**config.mk**
```make
export PLATFORM = sky130hd
export DESIGN_NAME = div_unit
export DESIGN_NICKNAME = d
export VERILOG_FILES = /design/src/div_data_pkg.sv /design/src/div_ctrl_pkg.sv /design/src/div_operand_decode.sv /design/src/div_step_loop.sv /design/src/div_sign_fix.sv /design/src/div_unit.sv
export VERILOG_INCLUDE_DIRS = /design/src
export SDC_FILE = /design/constraint.sdc
export NUM_CORES = 1
export LEC_CHECK = 0
export BUFFER_PORTS_ARGS = -buffer_cell sky130_fd_sc_hd__buf_2
export CORE_MARGIN = 2
export CORE_UTILIZATION = 43
export CTS_CLUSTER_DIAMETER = 200
export DETAILED_ROUTE_END_ITERATION = 10
export MAX_ROUTING_LAYER = met4
export PLACE_DENSITY_LB_ADDON = 0.15
export SLEW_MARGIN = 25
export SYNTH_ARGS = -nofsm -noshare
export SYNTH_HDL_FRONTEND = slang
export SYNTH_SLANG_ARGS = --single-unit
```
**constraint.sdc**
```tcl
create_clock -name clk -period 17.5 [get_ports clk]
set_clock_uncertainty 0.2 [all_clocks]
set_input_delay 3.5 -clock clk [delete_from_list [all_inputs] [get_ports clk]]
set_output_delay 3.5 -clock clk [all_outputs]
set_load 0.05 [all_outputs]
```
**src/div_cfg.svh**
```systemverilog
`ifndef DIV_CFG_SVH
`define DIV_CFG_SVH

// operand and result word width
`define DIV_WIDTH 32

// holds any bit position 0..31 and any step count up to 32
`define DIV_CNT_WIDTH 6

// upper bound on cycles from start to done, with margin
`define DIV_TIMEOUT_CYCLES 64

`endif

```
**src/div_data_pkg.sv**
```systemverilog
`include "div_cfg.svh"

package div_data_pkg;

    // one operand or result word
    typedef logic [`DIV_WIDTH-1:0] div_word_t;

    // what the environment hands in with start
    typedef struct packed {
        div_word_t dividend;
        div_word_t divisor;
        logic      is_signed;
    } div_operands_t;

    // prepared job, magnitudes plus what is needed to restore signs
    typedef struct packed {
        div_word_t                 dividend_mag;
        div_word_t                 divisor_mag;
        logic [`DIV_CNT_WIDTH-1:0] dividend_msb;
        logic [`DIV_CNT_WIDTH-1:0] divisor_msb;
        logic                      neg_quot;
        logic                      neg_rem;
        logic                      early_out;
    } div_job_t;

    typedef struct packed {
        div_word_t quotient;
        div_word_t remainder;
    } div_result_t;

endpackage

```
**src/div_ctrl_pkg.sv**
```systemverilog
`include "div_cfg.svh"

package div_ctrl_pkg;

    // bit position or remaining step count
    typedef logic [`DIV_CNT_WIDTH-1:0] div_pos_t;

    // step loop sequencer
    typedef enum logic [1:0] {
        IDLE   = 2'd0,
        ALIGN  = 2'd1,
        STEP   = 2'd2,
        FINISH = 2'd3
    } div_state_e;

endpackage

```
**src/div_operand_decode.sv**
```systemverilog
`timescale 1ns/1ps
`include "div_cfg.svh"

module div_operand_decode
    import div_data_pkg::*;
(
    input  logic          clk,
    input  logic          rstn,
    input  logic          start,
    input  logic          flush,
    input  logic          idle,
    input  div_operands_t operands,
    output div_job_t      job,
    output logic          job_valid
);

    // highest set bit, a zero word reports position 0
    function automatic logic [`DIV_CNT_WIDTH-1:0] lead_one(input div_word_t w);
        logic [`DIV_CNT_WIDTH-1:0] pos;
        pos = '0;
        for (int i = 0; i < `DIV_WIDTH; i++) begin
            if (w[i]) begin
                pos = i[`DIV_CNT_WIDTH-1:0];
            end
        end
        return pos;
    endfunction

    logic                      dividend_neg;
    logic                      divisor_neg;
    div_word_t                 dividend_mag;
    div_word_t                 divisor_mag;
    logic [`DIV_CNT_WIDTH-1:0] dividend_msb;
    logic [`DIV_CNT_WIDTH-1:0] divisor_msb;
    logic                      accept;

    // sign bits only count for signed operations
    assign dividend_neg = operands.is_signed & operands.dividend[`DIV_WIDTH-1];
    assign divisor_neg  = operands.is_signed & operands.divisor[`DIV_WIDTH-1];

    // min value maps onto itself, which reads correctly as unsigned magnitude
    assign dividend_mag = dividend_neg ? ~operands.dividend + 1'b1 : operands.dividend;
    assign divisor_mag  = divisor_neg ? ~operands.divisor + 1'b1 : operands.divisor;

    assign dividend_msb = lead_one(dividend_mag);
    assign divisor_msb  = lead_one(divisor_mag);

    // start while a job is queued or running is dropped
    assign accept = start & idle & ~job_valid & ~flush;

    always_ff @(posedge clk or negedge rstn) begin
        if (!rstn) begin
            job_valid <= 1'b0;
        end else begin
            job_valid <= accept;
        end
    end

    // job stays stable until the next accepted start
    always_ff @(posedge clk) begin
        if (accept) begin
            job.dividend_mag <= dividend_mag;
            job.divisor_mag  <= divisor_mag;
            job.dividend_msb <= dividend_msb;
            job.divisor_msb  <= divisor_msb;
            job.neg_quot     <= dividend_neg ^ divisor_neg;
            job.neg_rem      <= dividend_neg;
            // divide by zero or divisor longer than dividend
            job.early_out    <= (divisor_mag == '0) | (divisor_msb > dividend_msb);
        end
    end

endmodule

```
**src/div_step_loop.sv**
```systemverilog
`timescale 1ns/1ps
`include "div_cfg.svh"

module div_step_loop
    import div_data_pkg::*;
    import div_ctrl_pkg::*;
(
    input  logic        clk,
    input  logic        rstn,
    input  logic        flush,
    input  div_job_t    job,
    input  logic        job_valid,
    output logic        idle,
    output div_result_t mag_result,
    output logic        neg_quot,
    output logic        neg_rem,
    output logic        mag_valid
);

    div_state_e state;
    div_state_e state_nxt;

    // partial remainder, aligned divisor, quotient bits, steps left
    div_word_t  rem_q;
    div_word_t  dvs_q;
    div_word_t  quot_q;
    div_pos_t   cnt_q;

    div_pos_t   shift_amt;
    logic       fits;
    div_word_t  rem_diff;

    // only meaningful when the job is not an early-out
    assign shift_amt = job.dividend_msb - job.divisor_msb;

    assign fits     = (rem_q >= dvs_q);
    assign rem_diff = rem_q - dvs_q;

    always_comb begin
        state_nxt = state;
        case (state)
            IDLE: begin
                if (job_valid) begin
                    state_nxt = ALIGN;
                end
            end
            ALIGN: begin
                state_nxt = job.early_out ? FINISH : STEP;
            end
            STEP: begin
                // last of shift_amt + 1 steps
                if (cnt_q == '0) begin
                    state_nxt = FINISH;
                end
            end
            FINISH: begin
                state_nxt = IDLE;
            end
            default: begin
                state_nxt = IDLE;
            end
        endcase
    end

    always_ff @(posedge clk or negedge rstn) begin
        if (!rstn) begin
            state <= IDLE;
        end else if (flush) begin
            state <= IDLE;
        end else begin
            state <= state_nxt;
        end
    end

    always_ff @(posedge clk) begin
        case (state)
            IDLE: begin
                if (job_valid) begin
                    neg_quot <= job.neg_quot;
                    neg_rem  <= job.neg_rem;
                end
            end
            ALIGN: begin
                // early-out leaves quotient 0 and remainder = dividend
                rem_q  <= job.dividend_mag;
                quot_q <= '0;
                // line up the divisor's leading one with the dividend's
                dvs_q  <= job.divisor_mag << shift_amt;
                cnt_q  <= shift_amt;
            end
            STEP: begin
                if (fits) begin
                    rem_q <= rem_diff;
                end
                quot_q <= {quot_q[`DIV_WIDTH-2:0], fits};
                dvs_q  <= dvs_q >> 1;
                cnt_q  <= cnt_q - 1'b1;
            end
            default: begin
                rem_q <= rem_q;
            end
        endcase
    end

    assign idle      = (state == IDLE);
    assign mag_valid = (state == FINISH);

    assign mag_result.quotient  = quot_q;
    assign mag_result.remainder = rem_q;

endmodule

```
**src/div_sign_fix.sv**
```systemverilog
`timescale 1ns/1ps

module div_sign_fix
    import div_data_pkg::*;
(
    input  logic        clk,
    input  logic        rstn,
    input  logic        flush,
    input  div_result_t mag_result,
    input  logic        neg_quot,
    input  logic        neg_rem,
    input  logic        mag_valid,
    output div_result_t result,
    output logic        done
);

    div_result_t fixed;
    logic        take;

    // quotient truncates toward zero, remainder follows the dividend
    assign fixed.quotient  = neg_quot ? ~mag_result.quotient + 1'b1
                                      : mag_result.quotient;
    assign fixed.remainder = neg_rem ? ~mag_result.remainder + 1'b1
                                     : mag_result.remainder;

    // a flush in the finish cycle kills the result
    assign take = mag_valid & ~flush;

    always_ff @(posedge clk or negedge rstn) begin
        if (!rstn) begin
            result <= '0;
            done   <= 1'b0;
        end else begin
            done <= take;
            // result holds until the next done
            if (take) begin
                result <= fixed;
            end
        end
    end

endmodule

```
**src/div_unit.sv**
```systemverilog
`timescale 1ns/1ps

module div_unit
    import div_data_pkg::*;
(
    input  logic          clk,
    input  logic          rstn,
    input  logic          start,
    input  logic          flush,
    input  div_operands_t operands,
    output logic          busy,
    output logic          done,
    output div_result_t   result
);

    div_job_t    job;
    logic        job_valid;
    logic        idle;
    div_result_t mag_result;
    logic        neg_quot;
    logic        neg_rem;
    logic        mag_valid;

    div_operand_decode div_operand_decode_inst (
        .clk       (clk),
        .rstn      (rstn),
        .start     (start),
        .flush     (flush),
        .idle      (idle),
        .operands  (operands),
        .job       (job),
        .job_valid (job_valid)
    );

    div_step_loop div_step_loop_inst (
        .clk        (clk),
        .rstn       (rstn),
        .flush      (flush),
        .job        (job),
        .job_valid  (job_valid),
        .idle       (idle),
        .mag_result (mag_result),
        .neg_quot   (neg_quot),
        .neg_rem    (neg_rem),
        .mag_valid  (mag_valid)
    );

    div_sign_fix div_sign_fix_inst (
        .clk        (clk),
        .rstn       (rstn),
        .flush      (flush),
        .mag_result (mag_result),
        .neg_quot   (neg_quot),
        .neg_rem    (neg_rem),
        .mag_valid  (mag_valid),
        .result     (result),
        .done       (done)
    );

    // queued job counts as busy, drops with done as the loop returns to idle
    assign busy = ~idle | job_valid;

endmodule

```
Word level (Yosys, flattened, before mapping) --
Index checks and enable logic that the tools add are counted.
Word-level totals: word-level logic and storage cells 133, output and inout port bits 66, register bits after elaboration 251, input port bits 69
Operators by class: add/subtract/negate cells 7, eq/ne operators 6, bitwise gates (word level) 16, reduce and logical (&&, ||, !) cells 7, muxes and demuxes 76, magnitude comparators 2, shifts and indexed selects 1
Operator list (number):
- $pmux W32 S2 | 3
- $mux W6 | 30
- $mux W32 | 5
- $add A32 B1 Y32 const B | 4
- $not A32 Y32 | 4
- $mux W5 | 16
- $ge A32 B32 Y1 | 1
- $logic_not A32 Y1 | 1
- $mux W4 | 8
- $shl A32 B6 Y32 | 1
- $sub A32 B32 Y32 | 1
- $mux W3 | 4
- $pmux W6 S2 | 1
- $mux W2 | 5
- $pmux W2 S4 | 1
- $and A1 B1 Y1 | 6
- $gt A5 B6 Y1 | 1
- $logic_not A6 Y1 | 1
- $reduce_and A2 Y1 | 3
- $sub A6 B1 Y6 const B | 1
- $sub A6 B6 Y6 | 1
- $eq A2 B2 Y1 const B | 2
- $mux W1 | 3
- $ne A3 B2 Y1 const B | 1
- 8 further kinds | 11

Longest topological paths before layout --
Gate-level depths: netlist of run 1.
depth after elaboration 36, depth in mapped cells 20, gate-level depth less buffers 19

By module --
Synthesis of run 1 repeated with hierarchy kept, for this count alone.
Second synthesis, totals: cell total of the unflattened synthesis 1816, area, all modules 17518.1 µm²
By module, submodules not included:
- div_step_loop | area each 7946.4 µm², sequential area each 3173.0 µm², times used 1, cells each 778
- div_operand_decode | area each 5815.6 µm², sequential area each 2337.2 µm², times used 1, cells each 632
- div_sign_fix | area each 3749.8 µm², sequential area each 1626.6 µm², times used 1, cells each 405
- div_unit | area each 6.3 µm², sequential area each 0.0 µm², times used 1, cells each 1

Worst setup path after synthesis of run 1 --
No wires, ideal clock.
kind in2reg, start point in flush, end point reg div_operand_decode_inst.job_valid, buffers on the path 0, data arrival time 9.121 ns, library setup time 0.702 ns, setup slack 7.477 ns, required time 16.598 ns, stages 1, cells stage by stage nor3b_1
Between the ends: word-level cells in the longest chain between the ends 2
Ends and longest elaborated chain:
- from (decl) | line div_unit.sv:9 | input logic flush,
- $not A1 Y1 | line div_operand_decode.sv:49 | assign accept = start & idle & ~job_valid & ~flush;
- $and A1 B1 Y1 | line div_operand_decode.sv:49
- to (signal assigned) | line div_operand_decode.sv:55 | job_valid <= accept;
- to (decl) | line div_operand_decode.sv:14 | output logic job_valid
No other way between the ends. A chain may end at the register's enable or synchronous reset.

Worst setup path after layout of run 1 --
start point in operands[7] (netlist bit), end point reg, netlist name div_operand_decode_inst.job[0]
Between the ends: word-level cells in the longest chain between the ends 31, elaborated cells between the ends (all ways) 32, those cells by class 1 x add/sub; 1 x order compare; 27 x mux; 2 x bitwise; 1 x reduce/logical
Ends and longest elaborated chain:
- from (decl) | line div_unit.sv:10 | input div_operands_t operands,
- $not A32 Y32 | line div_operand_decode.sv:43 | assign divisor_mag = divisor_neg ? ~operands.divisor + 1'b1 : operands.divisor;
- $add A32 B1 Y32 | line div_operand_decode.sv:43
- $mux W32 (*) | line div_operand_decode.sv:43
- $mux W3 (2 in series) | line div_operand_decode.sv:22 | if (w[i]) begin
- $mux W4 (8 in series) | line div_operand_decode.sv:22
- $mux W5 (15 in series) | line div_operand_decode.sv:22
- $mux W5 (*) | line div_operand_decode.sv:22
- named net div_operand_decode_inst.divisor_msb[1] | line div_operand_decode.sv:34 | logic [`DIV_CNT_WIDTH-1:0] divisor_msb;
- $gt A5 B6 Y1 (*) | line div_operand_decode.sv:69 | job.early_out <= (divisor_mag == '0) | (divisor_msb > dividend_msb);
- $or A1 B1 Y1 (*) | line div_operand_decode.sv:69
The timed path passes the listed nets; every way through them passes the cells marked *.

==> metrics, run 1 <==
post-route ant nets=0; Synth Register Bits=249; Final setup viols=0; Layout Nets=1,895; R2R Path End=div_step_loop_inst.rem_q[31]; Critical Path RT=17.60 ns; DP HPWL=30.3 mm; RR Startpoint=div_step_loop_inst.dvs_q[1]; fin. max-slew vios=0; P_leak=7.33 nW; grt total ovfl=0; PD cells=185 nW/um^2; DRT iter0 DRCs=749; leading cell type in the layout, fill and taps excluded=edfxtp_1; core area=36,800 sq um; synth-to-layout area growth=12.8%; Register Area=7140 sq um; Crit. End Element=flip-flop; crit path DAT=7.57 ns; clk sink count=249; status=completed; Slew HR=33.5%; First-pass DRT Iterations=5; Clock Tree Root=clkbuf_16; Async SR Flop Fraction=27.3%; Num CTS Buffers=28; Residual DRC=0; min-delay src=div_sign_fix_inst.result[0]; post-route insts no fill=2,261; filler cell count=3,496; post-CTS setup repair buffer count=0; die outline area=39,000 sq um; clock transition at the registers of the reported paths=0.06 ns; Crit path largest cell delay=0.59 ns; via count=12,700; Startpoint Class=input port; fmax=134 MHz; initial antenna violation count=0; slowest CP cell=nor3_1; post-synthesis sequential area ratio=44.3%; Reg2Reg Setup Slack=13.60 ns; CTS resizes=0; total detailed-routing wirelength=39.7 mm; CP max FO=8; first-pass GRT wire length=63.9 mm; # rows=70; global-route usage over all layers=20.9%; H-tree depth=1; worst slew pin tran=0.997 ns; io pins=135; crit share post-route=42.7%; Synth cell types=70; Max VDD drop=0.0909 mV; Hold Path Stages=2; worst setup path category=input port to flip-flop; Max Cap Violations=0; Port Buffers=134; Inserted Diodes=0; Fin Setup TNS=0 ns; CP Cell Sequence=buf_2, nor3_1, nand4_1, or2_2, nor3_1, a21oi_1, o32ai_1, nand2_1, o211ai_1, ha_1, nor2b_1, o21a_1, o21ai_0, nand2b_1, a21oi_1, a31oi_1, a31o_2; share of cells above drive strength 1=14.4%; initial core utilization=43.8%; Die Height=198 um; CTS tree=built; fin crit period=7.47 ns; Routed wire per std cell=17.6 um; CP startpoint=operands[7]; area of the multi-input gates=8360 sq um; synth warn=0; Routability Congestion=0.934; worst-skew pair later-pin latency=0.56 ns; Reg2Reg Depth=11; Post-Syn Nets=1,791; # hold bufs at CTS=0; Cells after DPL=2,209; Post-Syn Area=16,100 sq um; Avg Cell Area, Syn=9.67 sq um; die width=198 um; Hold Crit Class=flip-flop to flip-flop; cells after synthesis=1,667; Bufs on Longest Clock Path=3; end of the critical path=div_operand_decode_inst.job[0]; Final Hold Viols=0; number of enable flip-flop cells after synthesis=181; largest net degree at the start of global routing=79; Avg Vias per Cell=5.62; most frequent cells in the layout=edfxtp_1, nand2_1, o21ai_0; Post-synth top flop=edfxtp_1; vias in the first global route=12,000; RSZ-0062 raised after global routing=false
==> cell type report <==
type                            count  area share (%)
Multi-Input combinational cell   1242            46.0
Sequential cell                   249            39.3
Timing Repair Buffer              148            4.38
Clock buffer                       36            4.14
Tap cell                          468            3.22
Inverter                          102            2.11
Clock inverter                     16           0.895
==> layer usage <==
layer,global-route usage [%],wire [um],vias up
met1,29.3,19300,6003
li1,-,-,6333
met5,-,0,-
met3,2.08,1790,65
met4,5.51,932,0
met2,32.6,17700,296
==> where the power goes <==
group          internal, mW  switching, mW  total, mW  leakage [nW]
logic                 0.584           1.09       1.67          4.31
registers             0.933          0.178       1.11          2.57
clock network         0.347          0.240      0.587         0.446
total                  1.86           1.50       3.37          7.33
==> stage by stage <==
stage / utilization, % / power, mW / hold WS [ns] / area (sq um) / setup WS (ns)
2_1_floorplan: - / 2.35 / 0.200 / 16100 / 7.48
3_3_place_gp: 46.8 / 2.76 / 0.257 / 17200 / 9.56
3_5_place_dp: 46.9 / 2.78 / 0.265 / 17300 / 9.49
4_1_cts: 49.4 / 3.38 / 0.279 / 18200 / 10.06
5_1_grt: 49.4 / 3.61 / 0.301 / 18200 / 9.68
6_report: 49.4 / 3.37 / 0.270 / 18200 / 10.03
==> state kept, by name, indices dropped and copies added, names as in the netlist <==
| name | cells |
|---|---|
| div_step_loop_inst.neg_rem | 1 |
| div_sign_fix_inst.done | 1 |
| div_step_loop_inst.cnt_q | 6 |
| div_step_loop_inst.quot_q | 32 |
| div_step_loop_inst.state | 2 |
| div_step_loop_inst.dvs_q | 32 |
| div_operand_decode_inst.job_valid | 1 |
| div_step_loop_inst.neg_quot | 1 |
| div_operand_decode_inst.job | 77 |
| div_sign_fix_inst.result | 64 |
| div_step_loop_inst.rem_q | 32 |
==> cells in the mapped netlist, drive strengths merged, types with 4 or more instances <==
cell | count | area, sq um
edfxtp | 181 | 5440
a41oi | 4 | 35.0
o21a | 16 | 120
o31ai | 33 | 262
mux4 | 16 | 360
mux2i | 35 | 350
o22ai | 20 | 125
o211ai | 7 | 52.6
buf | 6 | 22.5
nand3 | 24 | 120
xor2 | 91 | 797
and2 | 38 | 238
a211oi | 20 | 150
a311oi | 6 | 52.6
ha | 53 | 663
mux2 | 23 | 259
or3 | 19 | 124
or4 | 16 | 139
a21o | 20 | 150
o41ai | 15 | 139
a211o | 6 | 52.6
nor4 | 14 | 93.8
nand2 | 170 | 638
nor2b | 15 | 93.8
a21oi | 105 | 526
xnor2 | 56 | 490
clkbuf | 68 | 255
dfrtp | 68 | 1700
nor2 | 114 | 428
a31oi | 16 | 100
and3 | 7 | 43.8
or2 | 9 | 56.3
o31a | 4 | 35.0
inv | 101 | 379
a21boi | 4 | 30.0
o311ai | 9 | 78.8
nand4 | 10 | 62.6
nand2b | 12 | 75.1
nor3 | 45 | 225
nand3b | 6 | 45.0
o21ai | 143 | 716
nor3b | 5 | 37.5
==> critical path: cells and delay by family <==
| family | cells | cell delay, ns |
|---|---|---|
| simple gates | 7 | 2.09 |
| fa+ha+maj | 1 | 0.30 |
| buf+inv | 1 | 0.13 |
| compound gates | 8 | 1.54 |
==> worst min path at each step <==
stage	to	slack, ns
detailed placement	div_sign_fix_inst.result[58]	0.26
CTS	div_sign_fix_inst.result[58]	0.28
global placement	div_sign_fix_inst.result[56]	0.26
finish	div_sign_fix_inst.result[0]	0.27
global route	div_sign_fix_inst.result[56]	0.30
floorplan	div_step_loop_inst.neg_quot	0.20
==> cells by family after synthesis <==
kind of cell    after synthesis  synth area share (%)
simple gates                512                  15.5
compound gates              454                  17.8
flops                       249                  44.3
buf+inv                     176                  4.10
xor+xnor                    147                  7.99
mux                          74                  6.02
fa+ha+maj                    55                  4.36
Note: power is estimated with default switching activity, not from simulation.
==> run 2, diff against run 1 <==
Clock period 17.5 ns to 6.35 ns, I/O delays scaled along.
==> run 2 against run 1 <==
Count of clock-buffer cells in the layout is 4 lower. Sequential cell count unchanged. Final cell count hardly changed. Critical endpoint unchanged. Setup slack worse by 9.0 ns. Combinational power rose to 2.8 times the previous value. Worst hold slack hardly changed.
==> metrics, run 2 (synthesis gave the netlist of run 1 again) <==
status=completed; Max Cap Violations=0 (unchanged); # hold bufs at CTS=0 (unchanged); design area=18,100 sq um (-0.31%); Critical Path RT=6.45 ns (-11.15 ns); core area=36,800 sq um (unchanged); initial antenna violation count=2 (+2); io pins=135 (unchanged); Port Buffers=134 (unchanged); largest net degree at the start of global routing=115 (+46%); RSZ-0062 raised after global routing=false; H-tree depth=1 (unchanged); Bufs on Longest Clock Path=3 (unchanged); Buf/Inv on CP=1 (unchanged); Final setup viols=0 (unchanged); CTS resizes=0 (unchanged); dpl cell area=17,300 sq um (about the same); most frequent cells in the layout=edfxtp_1, nand2_1, o21ai_0; worst setup path category=input port to flip-flop; Largest regs=div_operand_decode_inst.job x77, div_sign_fix_inst.result x64; Crit path largest cell delay=0.72 ns (+0.13 ns); grt total ovfl=0 (unchanged); total detailed-routing wirelength=39.7 mm (about the same); die width=198 um (unchanged); die outline area=39,000 sq um (unchanged); CP Cell Sequence=buf_2, nor4_1, nand4b_1, or4_1, a2111oi_0, or3_1, nand2_1, o211ai_1, a31oi_1, o21a_1, ha_1, nor2b_1, o21a_1, o21ai_0, nand2b_1, a21oi_1, a31oi_1, a31o_2; Residual DRC=0 (unchanged); CP top delay family=simple AND/OR/NAND/NOR gates; Num CTS Buffers=27 (-3.6%); CTS tree=built; post-route ant nets=0 (unchanged); post-CTS setup repair buffer count=0 (unchanged); Fin Setup TNS=0 ns (unchanged); First-pass DRT Iterations=5 (unchanged); Final Hold Viols=0 (unchanged); global-route usage over all layers=20.9% (-0.059 points); Startpoint Class=input port; via count=12,700 (-0.12%); worst slew pin tran=0.979 ns (-0.0175 ns); max reg flops=77 (unchanged); fin crit period=5.30 ns; fin. max-slew vios=0 (unchanged); initial core utilization=43.8% (unchanged); Reg2Reg Depth=13 (+2); vias in the first global route=12,000 (-0.0083%); Crit. End Element=flip-flop; Slew HR=34.7% (+1.2 points); slowest CP cell=nor4_1; leading cell type in the layout, fill and taps excluded=edfxtp_1; final setup margin=1.05 ns (-8.99 ns); Max VDD drop=0.185 mV (+100%); crit share post-route=83.5%; crit path DAT=5.40 ns (-2.17 ns); Routed wire per std cell=17.6 um (-0.11%); DRT iter0 DRCs=815 (+8.8%); share of cells above drive strength 1=14.7% (+0.27 points); Top reg by flops=div_operand_decode_inst.job; P_leak=7.31 nW (-0.25%); Hold Crit Class=flip-flop to flip-flop; total power=9.18 mW (+170%); pre-CTS setup slack=0.539 ns (-8.95 ns); smallest hold slack=0.270 ns (-0.00000400 ns); DP HPWL=30.1 mm (-0.35%); PD cells=507 nW/um^2 (+170%); critical path depth in cells=18 (+1); fmax=189 MHz; Clock Tree Root=clkbuf_16; # rows=70 (unchanged); Avg Vias per Cell=5.61 (-0.16%); Routability Congestion=0.916 (-1.9%); Die Height=198 um (unchanged); clock transition at the registers of the reported paths=0.06 ns (about the same); first-pass GRT wire length=63.4 mm (-0.72%); Layout Nets=1,898 (+0.16%); Hold Path Stages=2 (unchanged); worst-skew pair later-pin latency=0.55 ns (about the same); synth-to-layout area growth=12.5%; clk sink count=249 (unchanged); Inserted Diodes=0 (unchanged); CP max FO=7 (-1)
run 2: final timing paths:
| path | from | endpoint | slack (ns) |
|---|---|---|---|
| worst max-delay path | operands[39] | div_operand_decode_inst.job[0] | 1.05 |
| worst min-delay path | div_sign_fix_inst.result[52] | div_sign_fix_inst.result[52] | 0.27 |
| worst min register to register | div_sign_fix_inst.result[52] | div_sign_fix_inst.result[52] | 0.27 |
| min in group asynchronous | rstn | div_sign_fix_inst.result[43] | 0.39 |
| worst max register to register | div_step_loop_inst.rem_q[0] | div_step_loop_inst.rem_q[12] | 2.44 |
| max in group asynchronous | rstn | div_sign_fix_inst.result[7] | 4.54 |
run 2: tightest hold or removal path, stage by stage (launching register included):
cell and delay [ns]:
dfrtp_1 0.34, nand2_1 0.04, o21ai_0 0.05
run 2: metrics by stage:
stage | utilization [%] | instances
after floorplan | - | 1667
after global placement | 47.0 | 2213
after detailed placement | 47.0 | 2213
after CTS | 49.3 | 2262
after global routing | 49.3 | 2262
final | 49.3 | 2262
run 2: cell type report:
type                       instances  area (sq um)
fill                            3462         18700
multi-input combinational       1242          8370
sequential                       249          7140
timing repair buffer             152           806
clock buffer                      32           694
tap                              468           586
inverter                         102           383
clock inverter                    17           148
run 2: where the power goes:
part           total (mW)  switching, mW  leakage [nW]  internal, mW
clock network        1.52          0.654         0.414         0.863
registers            3.06          0.490          2.57          2.57
logic                4.60           2.99          4.32          1.61
run 2: per-layer routing:
| metal | share of wire [%] | track usage [%] |
|---|---|---|
| met1 | 47 | 28.8 |
| met2 | 45 | 32.7 |
| met3 | 5.4 | 2.66 |
| met4 | 2.0 | 5.07 |
| met5 | 0 | - |
